### config.mk
export PLATFORM = sky130hd
export DESIGN_NAME = fetch_predictor_top
export DESIGN_NICKNAME = d
export VERILOG_FILES = /design/src/hw/resolve_pkg.sv /design/src/hw/fetch_pkg.sv /design/src/hw/branch_target_buffer.sv /design/src/hw/bimodal_counter_table.sv /design/src/hw/fetch_predict_ctrl.sv /design/src/hw/fetch_predictor_top.sv
export VERILOG_INCLUDE_DIRS = /design/src /design/src/hw
export SDC_FILE = /design/constraint.sdc
export NUM_CORES = 2
export LEC_CHECK = 0
export BUFFER_PORTS_ARGS = -buffer_cell sky130_fd_sc_hd__buf_4
export CAP_MARGIN = 25
export CORE_AREA = 4 4 459 461
export DETAILED_ROUTE_END_ITERATION = 10
export DIE_AREA = 0 0 463 465
export GPL_ROUTABILITY_DRIVEN = 0
export GPL_TIMING_DRIVEN = 0
export RECOVER_POWER = 100
export SYNTH_ARGS = -nofsm -noshare
export SYNTH_HDL_FRONTEND = slang
export SYNTH_SLANG_ARGS = --single-unit
### constraint.sdc
create_clock -name clock -period 8 [get_ports clock]
set_input_delay 0.4 -clock clock [delete_from_list [all_inputs] [get_ports clock]]
set_output_delay 0.4 -clock clock [all_outputs]
set_load 0.005 [all_outputs]
### src/hw/bp_config.svh
//############################################################################
// fetch predictor sizing
//############################################################################

`ifndef BP_CONFIG_SVH
`define BP_CONFIG_SVH

`define BP_ADDR_BITS   32
`define BP_BTB_ENTRIES 64
`define BP_INDEX_BITS  6            // log2 of BP_BTB_ENTRIES
`define BP_TAG_BITS    10           // pc bits just above the index
`define BP_TARGET_BITS 16           // low target bits kept per entry
`define BP_RESET_PC    32'h0000_1000

`endif

### src/hw/resolve_pkg.sv
//############################################################################
// branch resolve types
//############################################################################

`default_nettype none

`include "bp_config.svh"

package resolve_pkg;

	typedef enum logic {
		br_cond   = 1'b0,
		br_uncond = 1'b1
	} branch_kind_e;

	// one resolved branch as reported by the reorder buffer
	typedef struct packed {
		logic                     valid;      // one cycle strobe
		branch_kind_e             kind;
		logic                     taken;
		logic                     mispredict;
		logic [`BP_ADDR_BITS-1:0] pc;
		logic [`BP_ADDR_BITS-1:0] target;     // correct next pc
	} resolve_t;

endpackage

`default_nettype wire

### src/hw/fetch_pkg.sv
//############################################################################
// fetch side types
//############################################################################

`default_nettype none

`include "bp_config.svh"

package fetch_pkg;
	import resolve_pkg::*;

	typedef struct packed {
		logic                     hit;
		branch_kind_e             kind;
		logic [`BP_ADDR_BITS-1:0] target;     // full predicted target
	} slot_lookup_t;

	typedef struct packed {
		slot_lookup_t slot0;                  // fetch_pc
		slot_lookup_t slot1;                  // fetch_pc + 4
	} slot_pair_t;

	typedef enum logic {
		st_clear = 1'b0,
		st_run   = 1'b1
	} ctrl_state_e;

	// bimodal counter states, high bit is the taken prediction
	typedef enum logic [1:0] {
		cnt_strong_nt = 2'b00,
		cnt_weak_nt   = 2'b01,
		cnt_weak_t    = 2'b10,
		cnt_strong_t  = 2'b11
	} bimodal_e;

endpackage

`default_nettype wire

### src/hw/branch_target_buffer.sv
//############################################################################
// branch target buffer
//############################################################################

`default_nettype none

`include "bp_config.svh"

module branch_target_buffer import fetch_pkg::*, resolve_pkg::*; (
	input  logic                      clock,
	input  logic                      reset,
	input  logic [`BP_ADDR_BITS-1:0]  lookup_pc,
	output slot_pair_t                lookups,
	input  logic                      btb_write,
	input  logic [`BP_ADDR_BITS-1:0]  btb_write_pc,
	input  logic [`BP_ADDR_BITS-1:0]  btb_write_target,
	input  branch_kind_e              btb_write_kind,
	input  logic                      btb_clear,
	input  logic [`BP_INDEX_BITS-1:0] clear_index
);

	// pc field positions, word offset is bits 1:0
	localparam int idx_lo = 2;
	localparam int idx_hi = `BP_INDEX_BITS + 1;
	localparam int tag_lo = idx_hi + 1;
	localparam int tag_hi = tag_lo + `BP_TAG_BITS - 1;
	localparam int tgt_hi = `BP_TARGET_BITS + 1;

	logic                       valid      [`BP_BTB_ENTRIES];
	logic [`BP_TAG_BITS-1:0]    tag_mem    [`BP_BTB_ENTRIES];
	logic [`BP_TARGET_BITS-1:0] target_mem [`BP_BTB_ENTRIES];
	branch_kind_e               kind_mem   [`BP_BTB_ENTRIES];

	logic [`BP_ADDR_BITS-1:0]  slot1_pc;
	logic [`BP_INDEX_BITS-1:0] write_index;

	// tag compare and target rebuild for one slot
	function automatic slot_lookup_t read_slot(input logic [`BP_ADDR_BITS-1:0] pc);
		logic [`BP_INDEX_BITS-1:0] idx;
		slot_lookup_t              res;
		idx = pc[idx_hi:idx_lo];
		res.hit = valid[idx] && (tag_mem[idx] == pc[tag_hi:tag_lo]);
		res.kind = kind_mem[idx];
		// upper bits come from the slot's own pc
		res.target = {pc[`BP_ADDR_BITS-1:tgt_hi+1], target_mem[idx], 2'b00};
		return res;
	endfunction

	assign slot1_pc = lookup_pc + `BP_ADDR_BITS'(4);
	assign write_index = btb_write_pc[idx_hi:idx_lo];

	always_comb begin
		lookups.slot0 = read_slot(lookup_pc);
		lookups.slot1 = read_slot(slot1_pc);
	end

	always_ff @(posedge clock) begin
		if (btb_clear) begin
			valid[clear_index] <= 1'b0;          // sweep after reset
		end
		// a write on the same index lands last and wins
		if (btb_write && !reset) begin
			valid[write_index]      <= 1'b1;
			tag_mem[write_index]    <= btb_write_pc[tag_hi:tag_lo];
			target_mem[write_index] <= btb_write_target[tgt_hi:idx_lo];
			kind_mem[write_index]   <= btb_write_kind;
		end
	end

endmodule

`default_nettype wire

### src/hw/bimodal_counter_table.sv
//############################################################################
// bimodal counter table
//############################################################################

`default_nettype none

`include "bp_config.svh"

module bimodal_counter_table import fetch_pkg::*; (
	input  logic                      clock,
	input  logic                      reset,
	input  logic [`BP_ADDR_BITS-1:0]  lookup_pc,
	output logic                      slot0_taken,
	output logic                      slot1_taken,
	input  logic                      cnt_train,
	input  logic [`BP_ADDR_BITS-1:0]  cnt_train_pc,
	input  logic                      cnt_train_taken,
	input  logic                      btb_clear,
	input  logic [`BP_INDEX_BITS-1:0] clear_index
);

	localparam int idx_hi = `BP_INDEX_BITS + 1;

	bimodal_e cnt_mem [`BP_BTB_ENTRIES];

	logic [`BP_ADDR_BITS-1:0]  slot1_pc;
	logic [`BP_INDEX_BITS-1:0] train_index;
	bimodal_e                  trained;

	assign slot1_pc = lookup_pc + `BP_ADDR_BITS'(4);
	assign train_index = cnt_train_pc[idx_hi:2];

	assign slot0_taken = cnt_mem[lookup_pc[idx_hi:2]][1];
	assign slot1_taken = cnt_mem[slot1_pc[idx_hi:2]][1];

	// saturating step, stays put at either end
	always_comb begin
		case (cnt_mem[train_index])
			cnt_strong_nt: trained = cnt_train_taken ? cnt_weak_nt : cnt_strong_nt;
			cnt_weak_nt:   trained = cnt_train_taken ? cnt_weak_t : cnt_strong_nt;
			cnt_weak_t:    trained = cnt_train_taken ? cnt_strong_t : cnt_weak_nt;
			default:       trained = cnt_train_taken ? cnt_strong_t : cnt_weak_t;
		endcase
	end

	always_ff @(posedge clock) begin
		if (btb_clear) begin
			cnt_mem[clear_index] <= cnt_weak_nt;
		end
		if (cnt_train && !reset) begin
			cnt_mem[train_index] <= trained;
		end
	end

endmodule

`default_nettype wire

### src/hw/fetch_predict_ctrl.sv
//############################################################################
// next fetch address control
//############################################################################

`default_nettype none

`include "bp_config.svh"

module fetch_predict_ctrl import fetch_pkg::*, resolve_pkg::*; (
	input  logic                      clock,
	input  logic                      reset,
	input  logic                      stall,
	input  resolve_t                  resolve,
	input  slot_pair_t                lookups,
	input  logic                      slot0_taken,
	input  logic                      slot1_taken,
	output logic [`BP_ADDR_BITS-1:0]  fetch_pc,
	output logic                      fetch_valid,
	output logic                      btb_write,
	output logic [`BP_ADDR_BITS-1:0]  btb_write_pc,
	output logic [`BP_ADDR_BITS-1:0]  btb_write_target,
	output branch_kind_e              btb_write_kind,
	output logic                      btb_clear,
	output logic [`BP_INDEX_BITS-1:0] clear_index,
	output logic                      cnt_train,
	output logic [`BP_ADDR_BITS-1:0]  cnt_train_pc,
	output logic                      cnt_train_taken
);

	localparam int unsigned last_entry = `BP_BTB_ENTRIES - 1;

	ctrl_state_e               state;
	logic [`BP_INDEX_BITS-1:0] clear_count;
	logic [`BP_ADDR_BITS-1:0]  next_pc;
	logic                      in_run;
	logic                      resolve_ok;   // resolve seen while running
	logic                      slot0_take;
	logic                      slot1_take;

	assign in_run = (state == st_run);
	assign resolve_ok = in_run && resolve.valid;

	// unconditional always goes, conditional asks the counter
	assign slot0_take = lookups.slot0.hit && (lookups.slot0.kind == br_uncond || slot0_taken);
	assign slot1_take = lookups.slot1.hit && (lookups.slot1.kind == br_uncond || slot1_taken);

	always_comb begin
		if (resolve_ok && resolve.mispredict) begin
			next_pc = {resolve.target[`BP_ADDR_BITS-1:2], 2'b00};   // redirect beats stall
		end else if (stall) begin
			next_pc = fetch_pc;
		end else if (slot0_take) begin
			next_pc = lookups.slot0.target;
		end else if (slot1_take) begin
			next_pc = lookups.slot1.target;
		end else begin
			next_pc = fetch_pc + `BP_ADDR_BITS'(8);               // sequential two wide
		end
	end

	always_ff @(posedge clock) begin
		if (reset) begin
			state       <= st_clear;
			clear_count <= '0;
			fetch_pc    <= `BP_RESET_PC;
		end else begin
			case (state)
				st_clear: begin
					clear_count <= clear_count + 1'b1;
					if (clear_count == last_entry[`BP_INDEX_BITS-1:0]) begin
						state    <= st_run;
						fetch_pc <= `BP_RESET_PC;
					end
				end
				default: fetch_pc <= next_pc;
			endcase
		end
	end

	assign fetch_valid = in_run;

	// sweep one entry of each table per cycle
	assign btb_clear   = (state == st_clear);
	assign clear_index = clear_count;

	// only taken branches earn a buffer entry
	assign btb_write        = resolve_ok && resolve.taken;
	assign btb_write_pc     = resolve.pc;
	assign btb_write_target = resolve.target;
	assign btb_write_kind   = resolve.kind;

	assign cnt_train       = resolve_ok && (resolve.kind == br_cond);
	assign cnt_train_pc    = resolve.pc;
	assign cnt_train_taken = resolve.taken;

endmodule

`default_nettype wire

### src/hw/fetch_predictor_top.sv
//############################################################################
// fetch predictor top
//############################################################################

`default_nettype none

`include "bp_config.svh"

module fetch_predictor_top import fetch_pkg::*, resolve_pkg::*; (
	input  logic                     clock,
	input  logic                     reset,
	input  logic                     stall,
	input  resolve_t                 resolve,
	output logic [`BP_ADDR_BITS-1:0] fetch_pc,
	output logic                     fetch_valid
);

	slot_pair_t                lookups;
	logic                      slot0_taken;
	logic                      slot1_taken;
	logic                      btb_write;
	logic [`BP_ADDR_BITS-1:0]  btb_write_pc;
	logic [`BP_ADDR_BITS-1:0]  btb_write_target;
	branch_kind_e              btb_write_kind;
	logic                      btb_clear;
	logic [`BP_INDEX_BITS-1:0] clear_index;
	logic                      cnt_train;
	logic [`BP_ADDR_BITS-1:0]  cnt_train_pc;
	logic                      cnt_train_taken;

	fetch_predict_ctrl u_ctrl (
		.clock, .reset, .stall, .resolve, .lookups, .slot0_taken, .slot1_taken,
		.fetch_pc, .fetch_valid, .btb_write, .btb_write_pc, .btb_write_target,
		.btb_write_kind, .btb_clear, .clear_index, .cnt_train, .cnt_train_pc,
		.cnt_train_taken
	);

	branch_target_buffer u_btb (
		.clock, .reset, .lookup_pc(fetch_pc), .lookups, .btb_write, .btb_write_pc,
		.btb_write_target, .btb_write_kind, .btb_clear, .clear_index
	);

	bimodal_counter_table u_counters (
		.clock, .reset, .lookup_pc(fetch_pc), .slot0_taken, .slot1_taken,
		.cnt_train, .cnt_train_pc, .cnt_train_taken, .btb_clear, .clear_index
	);

endmodule

`default_nettype wire

== Yosys cells after proc, flatten, opt, wreduce, memory -nomap -nowiden ==
Memories as Yosys holds them, arrays and structs flattened. A register that Yosys moved wholly into a read port is not among the register bits.
Cells that the tools add are included.

* Register bits after elaboration: 39
* Latch bits: 0
* RAM bits: 1,920
* ROM bits: 0
* Bits of input ports: 71
* Output and inout bits: 33
* Word-level logic and storage cells: 73
* Memories kept: 5

{| class="wikitable"
|+ Memories
! name !! depth !! bits a word !! read ports !! clocked after memory_dff !! write ports !! line !! text
|-
| u_btb.target_mem || 64 || 16 || 2 || 1 || 1 || branch_target_buffer.sv:31 || <nowiki>logic [`BP_TARGET_BITS-1:0] target_mem [`BP_BTB_ENTRIES];</nowiki>
|-
| u_btb.tag_mem || 64 || 10 || 2 || 1 || 1 || branch_target_buffer.sv:30 || <nowiki>logic [`BP_TAG_BITS-1:0] tag_mem [`BP_BTB_ENTRIES];</nowiki>
|-
| u_counters.cnt_mem || 64 || 2 || 3 || 1 || 1 || bimodal_counter_table.sv:24 || <nowiki>bimodal_e cnt_mem [`BP_BTB_ENTRIES];</nowiki>
|-
| u_btb.kind_mem || 64 || 1 || 2 || 1 || 1 || branch_target_buffer.sv:32 || <nowiki>branch_kind_e kind_mem [`BP_BTB_ENTRIES];</nowiki>
|-
| u_btb.valid || 64 || 1 || 2 || 1 || 1 || branch_target_buffer.sv:29 || <nowiki>logic valid [`BP_BTB_ENTRIES];</nowiki>
|}

* $add $sub $neg: 3
* Multiply operators: 0
* Divide/modulo/power cells: 0
* Order comparisons: 0
* Eq/ne operators: 7
* Shifts and indexed selects: 0
* Mux-type cells: 34
* Bitwise operators: 1
* Reduce and logical (&&, ||, !) cells: 19

{| class="wikitable"
|+ Operators by type and width
! cell !! count
|-
| $mux W32 || 6
|-
| $mux W6 || 12
|-
| $add A32 B3 Y32 const B || 1
|-
| $add A32 B4 Y32 const B || 1
|-
| $eq A10 B10 Y1 || 2
|-
| $mux W1 || 12
|-
| $logic_and A1 B1 Y1 || 10
|-
| $add A6 B1 Y6 const B || 1
|-
| $eq A6 B6 Y1 const B || 1
|-
| $mux W2 || 3
|-
| $ne A3 B3 Y1 const B || 2
|-
| $pmux W2 S3 || 1
|-
| $reduce_and A3 Y1 || 1
|-
| $eq A2 B1 Y1 const B || 1
|-
| $eq A2 B2 Y1 const B || 1
|-
| $logic_not A2 Y1 || 1
|-
| $logic_or A1 B1 Y1 || 2
|-
| $reduce_and A2 Y1 || 1
|-
| $reduce_bool A2 Y1 || 1
|-
| $reduce_or A2 Y1 || 1
|-
| $logic_not A1 Y1 || 1
|-
| $not A1 Y1 || 1
|-
| $reduce_or A1 Y1 || 1
|}

== Depth between registers and ports, before layout ==
An unclocked memory read counts as a cell.

* Word-level depth: 12
* Mapped depth: 19
* Mapped depth without buffers: 13

== Modules after synthesis ==
From an unflattened synthesis, not the netlist that was laid out.

* Cell total of the unflattened synthesis: 5,870
* Area total of the unflattened synthesis: 96,508.8 um^2

{| class="wikitable"
|+ By module, submodules not included
! module !! times used !! cells an instance !! area each (um^2) !! seq. area each (um^2)
|-
| branch_target_buffer || 1 || 4,749 || 84,954.0 || 53,171.0
|-
| bimodal_counter_table || 1 || 649 || 7,833.8 || 3,843.7
|-
| fetch_predict_ctrl || 1 || 472 || 3,721.1 || 780.7
|}

== Least setup slack after synthesis ==
Ideal clock, no wire load.

* Path kind: reg2reg
* Start point: register u_ctrl.state (netlist: u_ctrl.fetch_valid)
* End point: memory u_btb.kind_mem[15] in the netlist's numbering, enable pin
* Setup time: 0.411 ns
* Data arrival time: 4.035 ns
* Data required time: 7.589 ns
* Slack: 3.554 ns
* Stages on the path, launching flop included: 8
* Buffers on the path: 2
* Clock period less this slack: 4.446 ns
* Cell sequence: dfxtp_1 > nand2_1 > or3_1 > clkbuf_1 > inv_1 > buf_1 > nand4_1 > nor2_1

* Cells in the longest elaborated chain, start to end: 5

{| class="wikitable"
|+ RTL lines
! item !! line !! text
|-
| from (decl) || fetch_predict_ctrl.sv:32 || <nowiki>ctrl_state_e state;</nowiki>
|-
| from (signal assigned) || fetch_predict_ctrl.sv:63 || <nowiki>state <= st_clear;</nowiki>
|-
| from (signal assigned) || fetch_predict_ctrl.sv:71 || <nowiki>state <= st_run;</nowiki>
|-
| $logic_and A1 B1 Y1 || fetch_predict_ctrl.sv:41 || <nowiki>assign resolve_ok = in_run && resolve.valid;</nowiki>
|-
| $logic_and A1 B1 Y1 || fetch_predict_ctrl.sv:87 || <nowiki>assign btb_write = resolve_ok && resolve.taken;</nowiki>
|-
| $logic_and A1 B1 Y1 || branch_target_buffer.sv:62 || <nowiki>if (btb_write && !reset) begin</nowiki>
|-
| $mux W1 || branch_target_buffer.sv:62 ||
|-
| $mux W1 (not written as such) || branch_target_buffer.sv:66 || <nowiki>kind_mem[write_index] <= btb_write_kind;</nowiki>
|-
| to (decl) || branch_target_buffer.sv:32 ||
|}

Every way passes these cells.

== Final worst setup path ==
* Start point: register u_ctrl.fetch_pc[3]
* End point: register u_ctrl.fetch_pc[5]

* Cells in the longest elaborated chain, start to end: 10
* Elaborated cells on any way between the ends: 16
* Classes of those cells: add/sub (2); eq/ne (1); mux (5); reduce/logical (3); memory (5)

{| class="wikitable"
|+ RTL lines
! item !! line !! text
|-
| from (decl) || fetch_predict_ctrl.sv:17 || <nowiki>output logic [`BP_ADDR_BITS-1:0] fetch_pc,</nowiki>
|-
| from (signal assigned) || fetch_predict_ctrl.sv:65 || <nowiki>fetch_pc <= `BP_RESET_PC;</nowiki>
|-
| from (signal assigned) || fetch_predict_ctrl.sv:72 || <nowiki>fetch_pc <= `BP_RESET_PC;</nowiki>
|-
| from (signal assigned) || fetch_predict_ctrl.sv:75 || <nowiki>default: fetch_pc <= next_pc;</nowiki>
|-
| $add A32 B3 Y32 || bimodal_counter_table.sv:30 || <nowiki>assign slot1_pc = lookup_pc + `BP_ADDR_BITS'(4);</nowiki>
|-
| $mem_v2 Z64 W10 || n/a ||
|-
| $eq A10 B10 Y1 || branch_target_buffer.sv:42 || <nowiki>res.hit = valid[idx] && (tag_mem[idx] == pc[tag_hi:tag_lo]);</nowiki>
|-
| $logic_and A1 B1 Y1 || branch_target_buffer.sv:42 ||
|-
| $logic_and A1 B1 Y1 || fetch_predict_ctrl.sv:45 || <nowiki>assign slot1_take = lookups.slot1.hit && (lookups.slot1.kind == br_uncond || slot1_taken);</nowiki>
|-
| $mux W32 * || fetch_predict_ctrl.sv:54 || <nowiki>end else if (slot1_take) begin</nowiki>
|-
| $mux W32 * || fetch_predict_ctrl.sv:52 || <nowiki>end else if (slot0_take) begin</nowiki>
|-
| $mux W32 * || fetch_predict_ctrl.sv:50 || <nowiki>end else if (stall) begin</nowiki>
|-
| $mux W32 * || fetch_predict_ctrl.sv:48 || <nowiki>if (resolve_ok && resolve.mispredict) begin</nowiki>
|-
| $mux W32 * || fetch_predict_ctrl.sv:67 || <nowiki>case (state)</nowiki>
|}

Every way passes the cells marked *; elsewhere a longest branch is shown, timed or not. The select of a mux whose other input is x is not followed.
A chain may end at the register's enable or synchronous reset.

==> results.sh <==
export IMPL_slew_violations=3463
export IMPL_max_freq_mhz=127.0
export IMPL_slowest_delay_ps=1220
export IMPL_cts_tree="yes"
export IMPL_grt_pass1_wl_um=514200
export IMPL_ys_seq_area_share_pct=63.27
export IMPL_dpl_worst_slack_ps=1322
export IMPL_grt_use_total_pct=35.37
export IMPL_path_max_fanout=10
export IMPL_fin_ws_ps=128.2
export IMPL_cts_root_buf="clkbuf_16"
export IMPL_dp_hpwl_um=272200
export IMPL_grt_overflow_total=0
export IMPL_start_util_pct=44.80
export IMPL_synth_compound_area_share_pct=3.038
export IMPL_fin_skew_ps=43.47
export IMPL_cts_buffer_depth=3
export IMPL_finalCritPeriodShare_pct=98.40
export IMPL_postCtsSetupBuffers=0
export IMPL_hold_class="input port to flip-flop"
export IMPL_setup_viol=0
export IMPL_p_per_area_mw_per_mm2=203.9
export IMPL_synth_adder_area_share_pct=0.06223
export IMPL_cpMostUsedCell="buf_2"
export IMPL_cts_htree_levels=4
export IMPL_final_min_clock_period_ps=7872
export IMPL_nNetsFinal=5394
export IMPL_vias_per_cell=7.401
export IMPL_ff2ff_setup_slack_ps=130
export IMPL_grt_setup_unrepaired="false"
export IMPL_outcome="complete, but fails checks"
export IMPL_fp_dieW_um=463
export IMPL_crit_type="flip-flop to flip-flop"
export IMPL_cp_end_kind="flip-flop"
export IMPL_drive_gt1_share_pct=30.78
export IMPL_worstMarginPinSlew_ps=3333
export IMPL_postRouteAntennaNets=0
export IMPL_firstDrtPassIters=9
export IMPL_synth_top_family_by_area="multiplexers"
export IMPL_drc=0
export IMPL_synth_edf_count=1920
export IMPL_post_cts_resize_count=0
export IMPL_grt_max_degree=67
export IMPL_die_height_um=465
export IMPL_ys_flop_type="edfxtp_1"
export IMPL_wl_per_cell_um=47.01
export IMPL_synth_seq_cells=1963
export IMPL_synth_warnings=0
export IMPL_cts_num_sinks=1963
export IMPL_cts_reportedPaths_clkPinSlew_ps=60
export IMPL_route_vias_total=60753
export IMPL_relSlewSlack_pct=-122.2
export IMPL_failed_checks="max-capacitance violations, max-slew violations"
export IMPL_stdcell_area_mm2=0.1046
export IMPL_rows=167
export IMPL_grt_pass1_vias=58592
export IMPL_placement_io_buffers=81
export IMPL_multi_input_area_mm2=0.03188
export IMPL_drt_wl_total_um=385900
export IMPL_antenna_found_initial=18
export IMPL_insertion_delay_ps=880
export IMPL_placed_cell_area_mm2=0.1004
export IMPL_initialDrtViolationCount=11760
export IMPL_cp_arrival_ps=8570
export IMPL_power_mw=21.33
export IMPL_ir_worst_vdd_mv=0.2473
export IMPL_whs_ps=113.5
export IMPL_syn_inst=4835
export IMPL_synth_area_mm2=0.09249
export IMPL_cts_hold_buf=15
export IMPL_syn_to_final_growth_pct=13.11
export IMPL_maxCapViolations=164
export IMPL_seq_area_mm2=0.05852
export IMPL_synth_mux_area_share_pct=26.34
export IMPL_cp_top_family="buffers and inverters"
export IMPL_synth_simple_area_share_pct=4.295
export IMPL_path_cells="ha_1, xor2_1, buf_2, buf_2, buf_2, nand2_1, a32oi_1, o211ai_1, a2111oi_0, nand4_1, or2_4, buf_6, buf_2, nand2_1, o21ai_0, o21ai_1"
export IMPL_p_leak_nw=31.49
export IMPL_cts_made_buffers=204
export IMPL_startpoint_type="flip-flop"
export IMPL_crit_buf_inv=5
export IMPL_fillers=16664
export IMPL_synth_area_per_cell_um2=19.13
export IMPL_io_pins=104
export IMPL_yosys_area_share_xor_xnor_pct=0.7359
export IMPL_async_reset_ff_share_pct=0
export IMPL_hold_viol_final=0
export IMPL_core_area_mm2=0.2064
export IMPL_synth_distinct_cells=99
export IMPL_dieArea_mm2=0.2153
export IMPL_critPathSlowestCell="xor2_1"
export IMPL_required_ps=8690
[area by class of cell]
class / instances / area share [%]
Multi-Input combinational cell: 2504 / 30.47
Timing Repair Buffer: 278 / 1.940
Clock buffer: 275 / 5.303
Tap cell: 2704 / 3.234
Antenna cell: 18 / 0.04306
Inverter: 12 / 0.04306
Buffer: 357 / 1.961
Sequential cell: 1963 / 55.94
Clock inverter: 98 / 1.069
[power breakdown]
group / total [mW] / internal (mW) / switching, mW
Combinational: 0.280 / 0.0461 / 0.234
Clock: 9.76 / 5.61 / 4.14
Sequential: 11.3 / 11.3 / 0.00631
Total: 21.3 / 16.9 / 4.38
[path summary, 6_finish.rpt]
path | depth (start not counted) | to | start
max reg2reg | 16 | u_ctrl.fetch_pc[5] | u_ctrl.fetch_pc[3]
max | 16 | u_ctrl.fetch_pc[5] | u_ctrl.fetch_pc[3]
min reg2reg | 2 | u_ctrl.fetch_pc[28] | u_ctrl.fetch_pc[28]
min | 3 | u_ctrl.fetch_pc[12] | reset
[worst min-delay path, cell delays in order]
cell,delay (ps)
buf_4,130
inv_1,240
o21ai_0,160
[logic make-up (layout without fill, tap and decap cells)]
family | count (synthesis) | after routing
AOI/OAI and AO/OA | 403 | 403
xor gates and xnor gates | 73 | 73
adders and majority gates | 5 | 5
buffers and inverters | 369 | 1020
DFF | 1963 | 1963
muxes | 1163 | 1163
other | 1 | 20
and+or+nand+nor | 858 | 858
[cell usage after synthesis, drive strengths merged, types with 5 or more instances]
cell type     n  area [µm²]
edfxtp     1920       57660
mux4       1013       22810
nor2        323        1220
buf         272        1724
nand2       226       848.3
mux2i       127        1284
o21ai        91       455.4
clkbuf       85       319.1
nand3        79       400.4
nor3         57       290.3
a21oi        49       245.2
a22oi        45       337.8
dfxtp        43       860.8
xor2         40       357.8
o211ai       33       247.7
xnor2        33       322.8
nand4        30       202.7
o22ai        29       181.4
nor2b        24       150.1
a221oi       23       214.0
mux2         23       262.8
nand3b       21       157.7
a22o         17       148.9
and3         17       106.4
nand2b       16       115.1
and2         15       96.35
a211oi       14       110.1
a32oi        12       105.1
inv          11       41.29
nor3b        10       75.07
a31oi         9       56.30
or3           9       56.30
nor4          8       68.82
o221ai        8       70.07
o31ai         8       60.06
or2           7       46.29
or4           7       52.55
a21boi        6       45.04
o311ai        6       52.56
a211o         5       43.79
a222oi        5       50.05
and4          5       46.29
o21a          5       37.54
[per-layer routing]
metal  GRT usage [%]  vias to the layer above  routed length [µm]
met5          0.1098                        -                  50
met4           22.23                        8               31070
met3           13.35                     1474               57180
met2           52.66                     5896              170600
met1           43.87                    31764              127000
li1                -                    21611                   -
[cell usage in the layout, fill, tap and decap left out, drive strengths merged, types with 12 or more instances in the layout]
cell type	n
and2	15
bufinv	24
nor3	57
a22oi	45
mux2i	127
mux2	23
dfxtp	43
edfxtp	1920
o22ai	29
o211ai	33
nor2b	24
a221oi	23
mux4	1013
xor2	40
nand4	30
inv	15
nand2b	16
xnor2	33
a211oi	14
dlygate4sd3	15
nand3b	21
a21oi	49
clkinv	67
nand2	226
clkbuf	548
a22o	17
nor2	323
buf	347
o21ai	91
nand3	79
diode	18
and3	17
a32oi	12
[state kept, by name, indices dropped and copies added, names as in the netlist, named ones only]
signal,cells
u_ctrl.fetch_pc,30
u_ctrl.fetch_valid,1
u_ctrl.clear_index,6
u_btb.tag_mem,640
u_btb.valid,64
u_btb.kind_mem,64
u_btb.target_mem,1024
u_counters.cnt_mem,128
[stage by stage]
stage	TNS [ps]	cells	utilization (%)
floorplan	0	4836	-
global placement	-1148550	7621	46.74
detailed placement	0	7791	48.63
CTS	0	8179	51.93
global route	0	8191	50.65
finish	0	8209	50.67
(Power assumes the default switching activity.)
